[config.mk]
export PLATFORM = sky130hd
export DESIGN_NAME = memreq_top
export DESIGN_NICKNAME = d
export VERILOG_FILES = /design/src/hdl/memreq_pkg.sv /design/src/hdl/memreq_top.sv /design/src/hdl/resp_encoder.sv /design/src/hdl/axi_read_port.sv /design/src/hdl/axi_write_port.sv /design/src/hdl/cmd_parser.sv
export VERILOG_INCLUDE_DIRS = /design/src /design/src/hdl
export SDC_FILE = /design/constraint.sdc
export NUM_CORES = 1
export LEC_CHECK = 0
export BUFFER_PORTS_ARGS = -buffer_cell sky130_fd_sc_hd__buf_2
export CAP_MARGIN = 20
export CORE_ASPECT_RATIO = 0.7
export CORE_UTILIZATION = 40
export CTS_BUF_LIST = sky130_fd_sc_hd__clkbuf_8
export DETAILED_ROUTE_END_ITERATION = 8
export PLACE_DENSITY = 0.65
export SETUP_SLACK_MARGIN = 0.4
export SLEW_MARGIN = 40
export SYNTH_ARGS = -nofsm -noshare
export SYNTH_HDL_FRONTEND = slang
export SYNTH_HIERARCHICAL = 1
export SYNTH_SLANG_ARGS = --single-unit
[constraint.sdc]
create_clock -name bus_clock -period 3.3 [get_ports bus_clock]
set_input_delay 0.165 -clock bus_clock [delete_from_list [all_inputs] [get_ports bus_clock]]
set_output_delay 0.165 -clock bus_clock [all_outputs]
set_load 0.01 [all_outputs]
[src/hdl/memreq_params.svh]
`ifndef MEMREQ_PARAMS_SVH
`define MEMREQ_PARAMS_SVH

// Memory-side bus widths
`define MEMREQ_ADDR_WIDTH 28
`define MEMREQ_DATA_WIDTH 32
`define MEMREQ_ID_WIDTH 4

// AXI encodings
`define MEMREQ_BURST_INCR 2'b01
`define MEMREQ_RESP_OKAY 2'b00

`endif
[src/hdl/memreq_pkg.sv]
package memreq_pkg;

  `include "memreq_params.svh"

  typedef logic [`MEMREQ_ADDR_WIDTH-1:0] mem_addr_t;  // Byte address
  typedef logic [`MEMREQ_DATA_WIDTH-1:0] mem_word_t;  // One data beat
  typedef logic [`MEMREQ_ID_WIDTH-1:0] txn_id_t;
  typedef logic [7:0] burst_len_t;  // Beats minus one
  typedef logic [1:0] axi_resp_t;

  // Command bytes in, status bytes out
  typedef enum logic [7:0] {
    CMD_NOP   = 8'h00,
    CMD_STORE = 8'h01,
    CMD_WDONE = 8'h02,
    CMD_WFAIL = 8'h03,
    CMD_FETCH = 8'h80,
    CMD_RDATA = 8'h81,
    CMD_RFAIL = 8'h82
  } cmd_e;

  typedef enum logic [3:0] {
    PS_IDLE, PS_SIZE, PS_ADR0, PS_ADR1, PS_ADR2, PS_IDAD, PS_DATA, PS_SKIP, PS_WAIT
  } parse_state_e;

  typedef enum logic [1:0] {WS_IDLE, WS_ADDR, WS_DATA, WS_RESP} wr_state_e;
  typedef enum logic [1:0] {RS_IDLE, RS_ADDR, RS_DATA} rd_state_e;
  typedef enum logic [1:0] {ES_IDLE, ES_CODE, ES_ID, ES_BYTES} enc_state_e;

endpackage

[src/hdl/memreq_top.sv]
`timescale 1ns/10ps
`include "memreq_params.svh"
module memreq_top (
  input  logic                            bus_clock,
  input  logic                            bus_reset,
  input  logic                            s_tvalid_i,
  output logic                            s_tready_o,
  input  logic                            s_tlast_i,
  input  logic [7:0]                      s_tdata_i,
  output logic                            m_tvalid_o,
  input  logic                            m_tready_i,
  output logic                            m_tlast_o,
  output logic [7:0]                      m_tdata_o,
  output logic                            awvalid_o,
  input  logic                            awready_i,
  output memreq_pkg::mem_addr_t           awaddr_o,
  output memreq_pkg::txn_id_t             awid_o,
  output memreq_pkg::burst_len_t          awlen_o,
  output logic [1:0]                      awburst_o,
  output logic                            wvalid_o,
  input  logic                            wready_i,
  output logic                            wlast_o,
  output logic [`MEMREQ_DATA_WIDTH/8-1:0] wstrb_o,
  output memreq_pkg::mem_word_t           wdata_o,
  input  logic                            bvalid_i,
  output logic                            bready_o,
  input  memreq_pkg::axi_resp_t           bresp_i,
  input  memreq_pkg::txn_id_t             bid_i,
  output logic                            arvalid_o,
  input  logic                            arready_i,
  output memreq_pkg::mem_addr_t           araddr_o,
  output memreq_pkg::txn_id_t             arid_o,
  output memreq_pkg::burst_len_t          arlen_o,
  output logic [1:0]                      arburst_o,
  input  logic                            rvalid_i,
  output logic                            rready_o,
  input  logic                            rlast_i,
  input  memreq_pkg::axi_resp_t           rresp_i,
  input  memreq_pkg::txn_id_t             rid_i,
  input  memreq_pkg::mem_word_t           rdata_i
);

  // Request fields shared by both ports
  logic wr_start, rd_start;
  memreq_pkg::mem_addr_t req_addr;
  memreq_pkg::burst_len_t req_len;
  memreq_pkg::txn_id_t req_id;

  logic word_valid, word_ready, word_last;
  memreq_pkg::mem_word_t word_data;

  logic wr_done, wr_ok;
  memreq_pkg::txn_id_t wr_id;

  logic rword_valid, rword_ready, rword_last, rword_ok;
  memreq_pkg::mem_word_t rword_data;
  memreq_pkg::txn_id_t rword_id;

  logic frame_done;

  cmd_parser u_parser (
    .bus_clock, .bus_reset,
    .s_tvalid_i, .s_tready_o, .s_tlast_i, .s_tdata_i,
    .wr_start_o(wr_start), .rd_start_o(rd_start),
    .req_addr_o(req_addr), .req_len_o(req_len), .req_id_o(req_id),
    .word_valid_o(word_valid), .word_ready_i(word_ready),
    .word_data_o(word_data), .word_last_o(word_last),
    .frame_done_i(frame_done)
  );

  axi_write_port u_write (
    .bus_clock, .bus_reset,
    .wr_start_i(wr_start), .req_addr_i(req_addr), .req_len_i(req_len), .req_id_i(req_id),
    .word_valid_i(word_valid), .word_ready_o(word_ready),
    .word_data_i(word_data), .word_last_i(word_last),
    .awvalid_o, .awready_i, .awaddr_o, .awid_o, .awlen_o, .awburst_o,
    .wvalid_o, .wready_i, .wlast_o, .wstrb_o, .wdata_o,
    .bvalid_i, .bready_o, .bresp_i, .bid_i,
    .wr_done_o(wr_done), .wr_ok_o(wr_ok), .wr_id_o(wr_id)
  );

  axi_read_port u_read (
    .bus_clock, .bus_reset,
    .rd_start_i(rd_start), .req_addr_i(req_addr), .req_len_i(req_len), .req_id_i(req_id),
    .arvalid_o, .arready_i, .araddr_o, .arid_o, .arlen_o, .arburst_o,
    .rvalid_i, .rready_o, .rlast_i, .rresp_i, .rid_i, .rdata_i,
    .rword_valid_o(rword_valid), .rword_ready_i(rword_ready),
    .rword_data_o(rword_data), .rword_last_o(rword_last),
    .rword_ok_o(rword_ok), .rword_id_o(rword_id)
  );

  resp_encoder u_encoder (
    .bus_clock, .bus_reset,
    .wr_done_i(wr_done), .wr_ok_i(wr_ok), .wr_id_i(wr_id),
    .rword_valid_i(rword_valid), .rword_ready_o(rword_ready),
    .rword_data_i(rword_data), .rword_last_i(rword_last),
    .rword_ok_i(rword_ok), .rword_id_i(rword_id),
    .m_tvalid_o, .m_tready_i, .m_tlast_o, .m_tdata_o,
    .frame_done_o(frame_done)
  );

endmodule

[src/hdl/resp_encoder.sv]
`timescale 1ns/10ps
module resp_encoder (
  input  logic                  bus_clock,
  input  logic                  bus_reset,
  input  logic                  wr_done_i,
  input  logic                  wr_ok_i,
  input  memreq_pkg::txn_id_t   wr_id_i,
  input  logic                  rword_valid_i,
  output logic                  rword_ready_o,
  input  memreq_pkg::mem_word_t rword_data_i,
  input  logic                  rword_last_i,
  input  logic                  rword_ok_i,
  input  memreq_pkg::txn_id_t   rword_id_i,
  output logic                  m_tvalid_o,
  input  logic                  m_tready_i,
  output logic                  m_tlast_o,
  output logic [7:0]            m_tdata_o,
  output logic                  frame_done_o
);

  memreq_pkg::enc_state_e state;
  memreq_pkg::cmd_e code_q;
  memreq_pkg::txn_id_t id_q;
  logic rd_q;  // Read response in progress
  logic [1:0] byte_idx;

  assign m_tvalid_o = (state == memreq_pkg::ES_CODE) || (state == memreq_pkg::ES_ID) ||
                      (state == memreq_pkg::ES_BYTES && rword_valid_i);
  assign m_tlast_o  = (state == memreq_pkg::ES_ID && !rd_q) ||
                      (state == memreq_pkg::ES_BYTES && byte_idx == 2'd3 && rword_last_i);
  // Word leaves the read port with its fourth byte
  assign rword_ready_o = (state == memreq_pkg::ES_BYTES) && m_tready_i && byte_idx == 2'd3;

  always_comb begin
    case (state)
      memreq_pkg::ES_CODE: m_tdata_o = code_q;
      memreq_pkg::ES_ID:   m_tdata_o = 8'(id_q);
      default:             m_tdata_o = rword_data_i[{byte_idx, 3'b000} +: 8];
    endcase
  end

  always_ff @(posedge bus_clock) begin
    if (bus_reset) begin
      state        <= memreq_pkg::ES_IDLE;
      frame_done_o <= 1'b0;
      byte_idx     <= 2'd0;
    end else begin
      frame_done_o <= 1'b0;
      case (state)
        memreq_pkg::ES_IDLE: if (wr_done_i || rword_valid_i) state <= memreq_pkg::ES_CODE;
        memreq_pkg::ES_CODE: if (m_tready_i) state <= memreq_pkg::ES_ID;
        memreq_pkg::ES_ID: if (m_tready_i) begin
          byte_idx     <= 2'd0;
          frame_done_o <= !rd_q;
          state        <= rd_q ? memreq_pkg::ES_BYTES : memreq_pkg::ES_IDLE;
        end
        memreq_pkg::ES_BYTES: if (m_tvalid_o && m_tready_i) begin
          byte_idx <= byte_idx + 2'd1;
          if (m_tlast_o) begin
            frame_done_o <= 1'b1;
            state        <= memreq_pkg::ES_IDLE;
          end
        end
        default: state <= memreq_pkg::ES_IDLE;
      endcase
    end
  end

  // Status code follows the first read beat only
  always_ff @(posedge bus_clock) begin
    if (state == memreq_pkg::ES_IDLE) begin
      if (wr_done_i) begin
        rd_q   <= 1'b0;
        code_q <= wr_ok_i ? memreq_pkg::CMD_WDONE : memreq_pkg::CMD_WFAIL;
        id_q   <= wr_id_i;
      end else if (rword_valid_i) begin
        rd_q   <= 1'b1;
        code_q <= rword_ok_i ? memreq_pkg::CMD_RDATA : memreq_pkg::CMD_RFAIL;
        id_q   <= rword_id_i;
      end
    end
  end

endmodule

[src/hdl/axi_read_port.sv]
`timescale 1ns/10ps
`include "memreq_params.svh"
module axi_read_port (
  input  logic                   bus_clock,
  input  logic                   bus_reset,
  input  logic                   rd_start_i,
  input  memreq_pkg::mem_addr_t  req_addr_i,
  input  memreq_pkg::burst_len_t req_len_i,
  input  memreq_pkg::txn_id_t    req_id_i,
  output logic                   arvalid_o,
  input  logic                   arready_i,
  output memreq_pkg::mem_addr_t  araddr_o,
  output memreq_pkg::txn_id_t    arid_o,
  output memreq_pkg::burst_len_t arlen_o,
  output logic [1:0]             arburst_o,
  input  logic                   rvalid_i,
  output logic                   rready_o,
  input  logic                   rlast_i,
  input  memreq_pkg::axi_resp_t  rresp_i,
  input  memreq_pkg::txn_id_t    rid_i,
  input  memreq_pkg::mem_word_t  rdata_i,
  output logic                   rword_valid_o,
  input  logic                   rword_ready_i,
  output memreq_pkg::mem_word_t  rword_data_o,
  output logic                   rword_last_o,
  output logic                   rword_ok_o,
  output memreq_pkg::txn_id_t    rword_id_o
);

  memreq_pkg::rd_state_e state;
  logic r_fire;

  assign arburst_o = `MEMREQ_BURST_INCR;

  // One-word holding register, so R stalls behind the encoder
  assign rready_o = (state == memreq_pkg::RS_DATA) && !rword_valid_o;
  assign r_fire   = rvalid_i && rready_o;

  always_ff @(posedge bus_clock) begin
    if (bus_reset) begin
      state     <= memreq_pkg::RS_IDLE;
      arvalid_o <= 1'b0;
    end else begin
      case (state)
        memreq_pkg::RS_IDLE: if (rd_start_i) begin
          arvalid_o <= 1'b1;
          state     <= memreq_pkg::RS_ADDR;
        end
        memreq_pkg::RS_ADDR: if (arready_i) begin
          arvalid_o <= 1'b0;
          state     <= memreq_pkg::RS_DATA;
        end
        memreq_pkg::RS_DATA: if (r_fire && rlast_i) state <= memreq_pkg::RS_IDLE;
        default: state <= memreq_pkg::RS_IDLE;
      endcase
    end
  end

  always_ff @(posedge bus_clock) begin
    if (bus_reset) begin
      rword_valid_o <= 1'b0;
    end else if (rword_valid_o && rword_ready_i) begin
      rword_valid_o <= 1'b0;
    end else if (r_fire) begin
      rword_valid_o <= 1'b1;
    end
  end

  always_ff @(posedge bus_clock) begin
    if (state == memreq_pkg::RS_IDLE && rd_start_i) begin
      araddr_o <= req_addr_i;
      arid_o   <= req_id_i;
      arlen_o  <= req_len_i;
    end
    if (r_fire) begin
      rword_data_o <= rdata_i;
      rword_last_o <= rlast_i;
      rword_ok_o   <= rresp_i == `MEMREQ_RESP_OKAY;
      rword_id_o   <= rid_i;
    end
  end

endmodule

[src/hdl/axi_write_port.sv]
`timescale 1ns/10ps
`include "memreq_params.svh"
module axi_write_port (
  input  logic                                bus_clock,
  input  logic                                bus_reset,
  input  logic                                wr_start_i,
  input  memreq_pkg::mem_addr_t               req_addr_i,
  input  memreq_pkg::burst_len_t              req_len_i,
  input  memreq_pkg::txn_id_t                 req_id_i,
  input  logic                                word_valid_i,
  output logic                                word_ready_o,
  input  memreq_pkg::mem_word_t               word_data_i,
  input  logic                                word_last_i,
  output logic                                awvalid_o,
  input  logic                                awready_i,
  output memreq_pkg::mem_addr_t               awaddr_o,
  output memreq_pkg::txn_id_t                 awid_o,
  output memreq_pkg::burst_len_t              awlen_o,
  output logic [1:0]                          awburst_o,
  output logic                                wvalid_o,
  input  logic                                wready_i,
  output logic                                wlast_o,
  output logic [`MEMREQ_DATA_WIDTH/8-1:0]     wstrb_o,
  output memreq_pkg::mem_word_t               wdata_o,
  input  logic                                bvalid_i,
  output logic                                bready_o,
  input  memreq_pkg::axi_resp_t               bresp_i,
  input  memreq_pkg::txn_id_t                 bid_i,
  output logic                                wr_done_o,
  output logic                                wr_ok_o,
  output memreq_pkg::txn_id_t                 wr_id_o
);

  memreq_pkg::wr_state_e state;

  assign awburst_o = `MEMREQ_BURST_INCR;
  assign wstrb_o   = '1;  // Whole words only

  // Parser words go straight onto W
  assign wvalid_o     = (state == memreq_pkg::WS_DATA) && word_valid_i;
  assign word_ready_o = (state == memreq_pkg::WS_DATA) && wready_i;
  assign wdata_o      = word_data_i;
  assign wlast_o      = word_last_i;
  assign bready_o     = state == memreq_pkg::WS_RESP;

  always_ff @(posedge bus_clock) begin
    if (bus_reset) begin
      state     <= memreq_pkg::WS_IDLE;
      awvalid_o <= 1'b0;
      wr_done_o <= 1'b0;
    end else begin
      wr_done_o <= 1'b0;
      case (state)
        memreq_pkg::WS_IDLE: if (wr_start_i) begin
          awvalid_o <= 1'b1;
          state     <= memreq_pkg::WS_ADDR;
        end
        memreq_pkg::WS_ADDR: if (awready_i) begin
          awvalid_o <= 1'b0;
          state     <= memreq_pkg::WS_DATA;
        end
        memreq_pkg::WS_DATA: if (wvalid_o && wready_i && wlast_o) state <= memreq_pkg::WS_RESP;
        memreq_pkg::WS_RESP: if (bvalid_i) begin
          wr_done_o <= 1'b1;
          state     <= memreq_pkg::WS_IDLE;
        end
        default: state <= memreq_pkg::WS_IDLE;
      endcase
    end
  end

  always_ff @(posedge bus_clock) begin
    if (state == memreq_pkg::WS_IDLE && wr_start_i) begin
      awaddr_o <= req_addr_i;
      awid_o   <= req_id_i;
      awlen_o  <= req_len_i;
    end
    if (bvalid_i && bready_o) begin
      wr_ok_o <= bresp_i == `MEMREQ_RESP_OKAY;
      wr_id_o <= bid_i;
    end
  end

endmodule

[src/hdl/cmd_parser.sv]
`timescale 1ns/10ps
module cmd_parser (
  input  logic                   bus_clock,
  input  logic                   bus_reset,
  input  logic                   s_tvalid_i,
  output logic                   s_tready_o,
  input  logic                   s_tlast_i,
  input  logic [7:0]             s_tdata_i,
  output logic                   wr_start_o,
  output logic                   rd_start_o,
  output memreq_pkg::mem_addr_t  req_addr_o,
  output memreq_pkg::burst_len_t req_len_o,
  output memreq_pkg::txn_id_t    req_id_o,
  output logic                   word_valid_o,
  input  logic                   word_ready_i,
  output memreq_pkg::mem_word_t  word_data_o,
  output logic                   word_last_o,
  input  logic                   frame_done_i
);

  memreq_pkg::parse_state_e state;
  memreq_pkg::cmd_e cmd_q;
  logic [1:0] byte_idx;  // Byte lane within the word being packed
  logic s_fire;

  // Stall input while a word waits for W, and until the response is out
  assign s_tready_o = (state != memreq_pkg::PS_WAIT) && !word_valid_o;
  assign s_fire = s_tvalid_i && s_tready_o;

  always_ff @(posedge bus_clock) begin
    if (bus_reset) begin
      state        <= memreq_pkg::PS_IDLE;
      wr_start_o   <= 1'b0;
      rd_start_o   <= 1'b0;
      word_valid_o <= 1'b0;
      byte_idx     <= 2'd0;
    end else begin
      wr_start_o <= 1'b0;
      rd_start_o <= 1'b0;
      case (state)
        memreq_pkg::PS_IDLE: if (s_fire) begin
          if (s_tdata_i == memreq_pkg::CMD_STORE || s_tdata_i == memreq_pkg::CMD_FETCH) begin
            state <= memreq_pkg::PS_SIZE;
          end else if (!s_tlast_i) begin
            state <= memreq_pkg::PS_SKIP;  // Unknown command, drop the frame
          end
        end
        memreq_pkg::PS_SIZE: if (s_fire) state <= memreq_pkg::PS_ADR0;
        memreq_pkg::PS_ADR0: if (s_fire) state <= memreq_pkg::PS_ADR1;
        memreq_pkg::PS_ADR1: if (s_fire) state <= memreq_pkg::PS_ADR2;
        memreq_pkg::PS_ADR2: if (s_fire) state <= memreq_pkg::PS_IDAD;
        memreq_pkg::PS_IDAD: if (s_fire) begin
          byte_idx <= 2'd0;
          if (cmd_q == memreq_pkg::CMD_STORE) begin
            wr_start_o <= 1'b1;
            state      <= memreq_pkg::PS_DATA;
          end else begin
            rd_start_o <= 1'b1;
            state      <= memreq_pkg::PS_WAIT;
          end
        end
        memreq_pkg::PS_DATA: begin
          if (word_valid_o && word_ready_i) begin
            word_valid_o <= 1'b0;
            if (word_last_o) state <= memreq_pkg::PS_WAIT;
          end else if (s_fire) begin
            byte_idx <= byte_idx + 2'd1;
            if (byte_idx == 2'd3 || s_tlast_i) word_valid_o <= 1'b1;
          end
        end
        memreq_pkg::PS_SKIP: if (s_fire && s_tlast_i) state <= memreq_pkg::PS_IDLE;
        memreq_pkg::PS_WAIT: if (frame_done_i) state <= memreq_pkg::PS_IDLE;
        default: state <= memreq_pkg::PS_IDLE;
      endcase
    end
  end

  // Header fields and the packed store word
  always_ff @(posedge bus_clock) begin
    if (s_fire) begin
      case (state)
        memreq_pkg::PS_IDLE: cmd_q <= memreq_pkg::cmd_e'(s_tdata_i);
        memreq_pkg::PS_SIZE: req_len_o <= s_tdata_i;
        memreq_pkg::PS_ADR0: req_addr_o[7:0] <= s_tdata_i;
        memreq_pkg::PS_ADR1: req_addr_o[15:8] <= s_tdata_i;
        memreq_pkg::PS_ADR2: req_addr_o[23:16] <= s_tdata_i;
        memreq_pkg::PS_IDAD: {req_id_o, req_addr_o[27:24]} <= s_tdata_i;
        memreq_pkg::PS_DATA: begin
          word_data_o[{byte_idx, 3'b000} +: 8] <= s_tdata_i;  // Little-endian
          word_last_o <= s_tlast_i;
        end
        default: ;
      endcase
    end
  end

endmodule

==> results.toml <==
[outcome]
outcome = "completed"

[clocking]
cts_tree = "built"
clk_pin_slew_ns = 0.06
post-cts-setup-buffers = 0
worstSkewPairLatency_ns = 0.53
cts_made_buffers = 37
numClockSinks = 233
clock-root-buffer = "clkbuf_8"
cts_buffer_depth = 3
h-tree-depth = 2

[worst_hold_path]
hp-class = "in2reg"

[pwr]
leakagePower_uw = 0.004122
comb_power_share_pct = 8.5
p_sw_uw = 1530
power.clock.fraction_pct = 38.7
p_sw_share_pct = 23.89
power_per_cell_area_mw_per_mm2 = 567.1
peakVddDrop_uv = 226.8
seqPwrFrac_pct = 52.7
p_int_uw = 4875
p_total_uw = 6405

[worst_setup_path]
critPathKind = "reg2out"
crit_slowest_cell = "dfxtp_1"
crit_path_start_kind = "flip-flop"
required_ns = 3.13
crit_fanout = 11
crit_family = "flip-flops"
path_cells = "mux4_2 -> nor2_1 -> a21oi_1 -> buf_2"
end_kind = "output port"
critPathBufInv = 1
cp_slowest_stage_delay_ns = 0.77
crit_arrival_ns = 2.27

[place]
preCtsSetupSlack_ns = 1.092
port_buffers = 191
place.gp.congestion = 0.8093
dp_hpwl_um = 12410

[floorplan]
dieHeight_um = 127.3
dieArea_mm2 = 0.02303
start_util_pct = 41.04
die_w_um = 180.9
io_pins = 200
core_mm2 = 0.02185
fp-row-count = 45

[timing]
slew_violations = 0
finalCriticalPeriod_ns = 2.430
max_freq_mhz = 411.5
tightest_slew_ns = 0.7623
final.setup_skew_ns = 0.03650
fin_ws_ns = 0.8696
hold_viol_final = 0
setup_tns_ns = 0
slew_headroom_pct = 48.96
fin_crit_sh_pct = 73.65
rsz0062_at_grt = "no"
setup_viol = 0

[synthesis]
async_reset_ff_share_pct = 0
syn_area_mm2 = 0.008966
synthTopCellsByArea = "edfxtp_1 71%, dfxtp_1 4.9%, buf_4 3.5%, and2_1 2.4%, ha_1 2.4%"
ys_top_cells_by_count = "211 x edfxtp_1, 42 x buf_4, 35 x and2_1, 22 x dfxtp_1, 20 x nor2_1"
yosys.area.top_type = "edfxtp_1"
yosys_warnings = 6
seq_area_frac_synth_pct = 75.58
ys_types = 68
ys_ff_latch = 233
avgSynthCellArea_um2 = 17.14
synth_top_area_share_pct = 70.67
netlist_instances = 523
ys.flop_type = "edfxtp_1"
yosysMostFrequentCell = "edfxtp_1"
synth_edf_count = 211

[routing]
num_vias = 5106
dr.first_iter.drc_count = 346
drc_errors = 0
wl_per_cell_um = 17.41
first_pass_iters = 4
drt-total-wl_um = 18660
via_per_inst = 4.763
postRouteAntennaNets = 0

[global_routing]
grt.overflow.total = 0
grt_use_total_pct = 16.42
grt_pass1_wl_um = 29000
grt_max_degree = 42
antenna_found_initial = 0
grt_pass1_vias = 5308

[run]
cap_violations = 0

[cells_and_area]
multi_input_area_mm2 = 0.001790
area_growth_pct = 25.96
drive_gt1_share_pct = 36.33
utilization_pct = 51.70
antenna_cells = 0
layout.nets = 844
fill_cells = 1804
seq_area_mm2 = 0.006777
layer usage:
layer	wire length (um)	GRT usage [%]
met1	8484	22.70
met2	8457	24.78
met5	0	0
met4	274	5.184
met3	1443	5.245
logic make-up (layout without fill, tap and decap cells):
family | after synthesis | after routing | share of synthesized area (%)
flip-flops | 233 | 233 | 75.58
AND/OR/NAND/NOR | 131 | 131 | 9.238
buffers and inverters | 70 | 333 | 4.842
AO/OA/AOI/OAI | 52 | 52 | 4.843
adder cells (fa/ha/maj) | 17 | 17 | 2.372
multiplexers | 15 | 15 | 2.861
other | 4 | 8 | 0.1674
XOR/XNOR | 1 | 1 | 0.09770
area by class of cell:
cell class	instances	share of cell area [%]
Multi-Input combinational cell	224	15.85
Sequential cell	233	60.00
Clock inverter	24	1.695
Tap cell	282	3.124
Clock buffer	41	4.997
Timing Repair Buffer	250	13.73
Inverter	18	0.5983
per-stage QoR:
step           instance area [um2]  hold slack, ns  instances
4_1_cts                      11290        0.003786       1072
6_report                     11290         0.04061       1072
2_1_floorplan                 8981          0.2339        527
3_5_place_dp                 10000          0.3433        954
3_3_place_gp                  9960          0.3415        951
5_1_grt                      11290         0.01583       1072
power by group through the flow:
stage | Sequential (uW) | Clock (uW) | Combinational, uW
finish | 3380 | 2480 | 547
global route | 3390 | 2700 | 603
CTS | 3380 | 2560 | 549
detailed placement | 3440 | 0 | 495
global placement | 3430 | 0 | 473
floorplan | 3400 | 0 | 352
layout by cell type (no fill, tap or decap), types with 3 or more instances in the layout:
master           n
a21oi_1         11
a22oi_1          5
and2_1          34
and2_2           5
and3_1           7
buf_2          191
buf_4            3
clkbuf_8        41
clkinv_1         7
clkinv_2         9
conb_1           8
dfxtp_1         22
dlygate4sd3_1   53
edfxtp_1       211
ha_1            17
inv_1           19
mux2_2           4
mux4_2           8
nand2_1         12
nand2b_1         4
nand3_1          6
nor2_1          19
nor2b_1          9
nor3_1           5
nor3b_1          6
o21ai_1          6
o21bai_1         3
worst paths after layout:
check	startpoint	slack, ns	to	cells past startpoint
max	u_encoder/byte_idx[0]	0.87	m_tdata_o[1]	4
min	s_tdata_i[4]	0.04	u_parser/req_len_o[4]	1
max reg2reg	u_encoder/state[0]	1.13	u_encoder/state[1]	6
min reg2reg	u_parser/req_len_o[3]	0.44	u_read/arlen_o[3]	0
sequential cells by signal, indices dropped and copies added (netlist names), 4 cells and up:
register              count
u_parser/req_addr_o      28
u_parser/req_id_o         4
u_read/arlen_o            8
u_read/araddr_o          28
u_read/arid_o             4
u_parser/state            4
u_read/rword_data_o      32
u_write/awlen_o           8
u_write/awid_o            4
u_write/awaddr_o         28
u_parser/cmd_q            8
u_read/rword_id_o         4
u_parser/word_data_o     32
u_write/wr_id_o           4
u_encoder/id_q            4
u_parser/req_len_o        8
timing repair:
action,4_1_cts,5_1_grt
setup endpoints to repair,0,0
hold endpoints to repair,53,0
gates resized for setup,0,0
hold buffers,53,0
No activity file was read; power rests on OpenSTA's default activity.
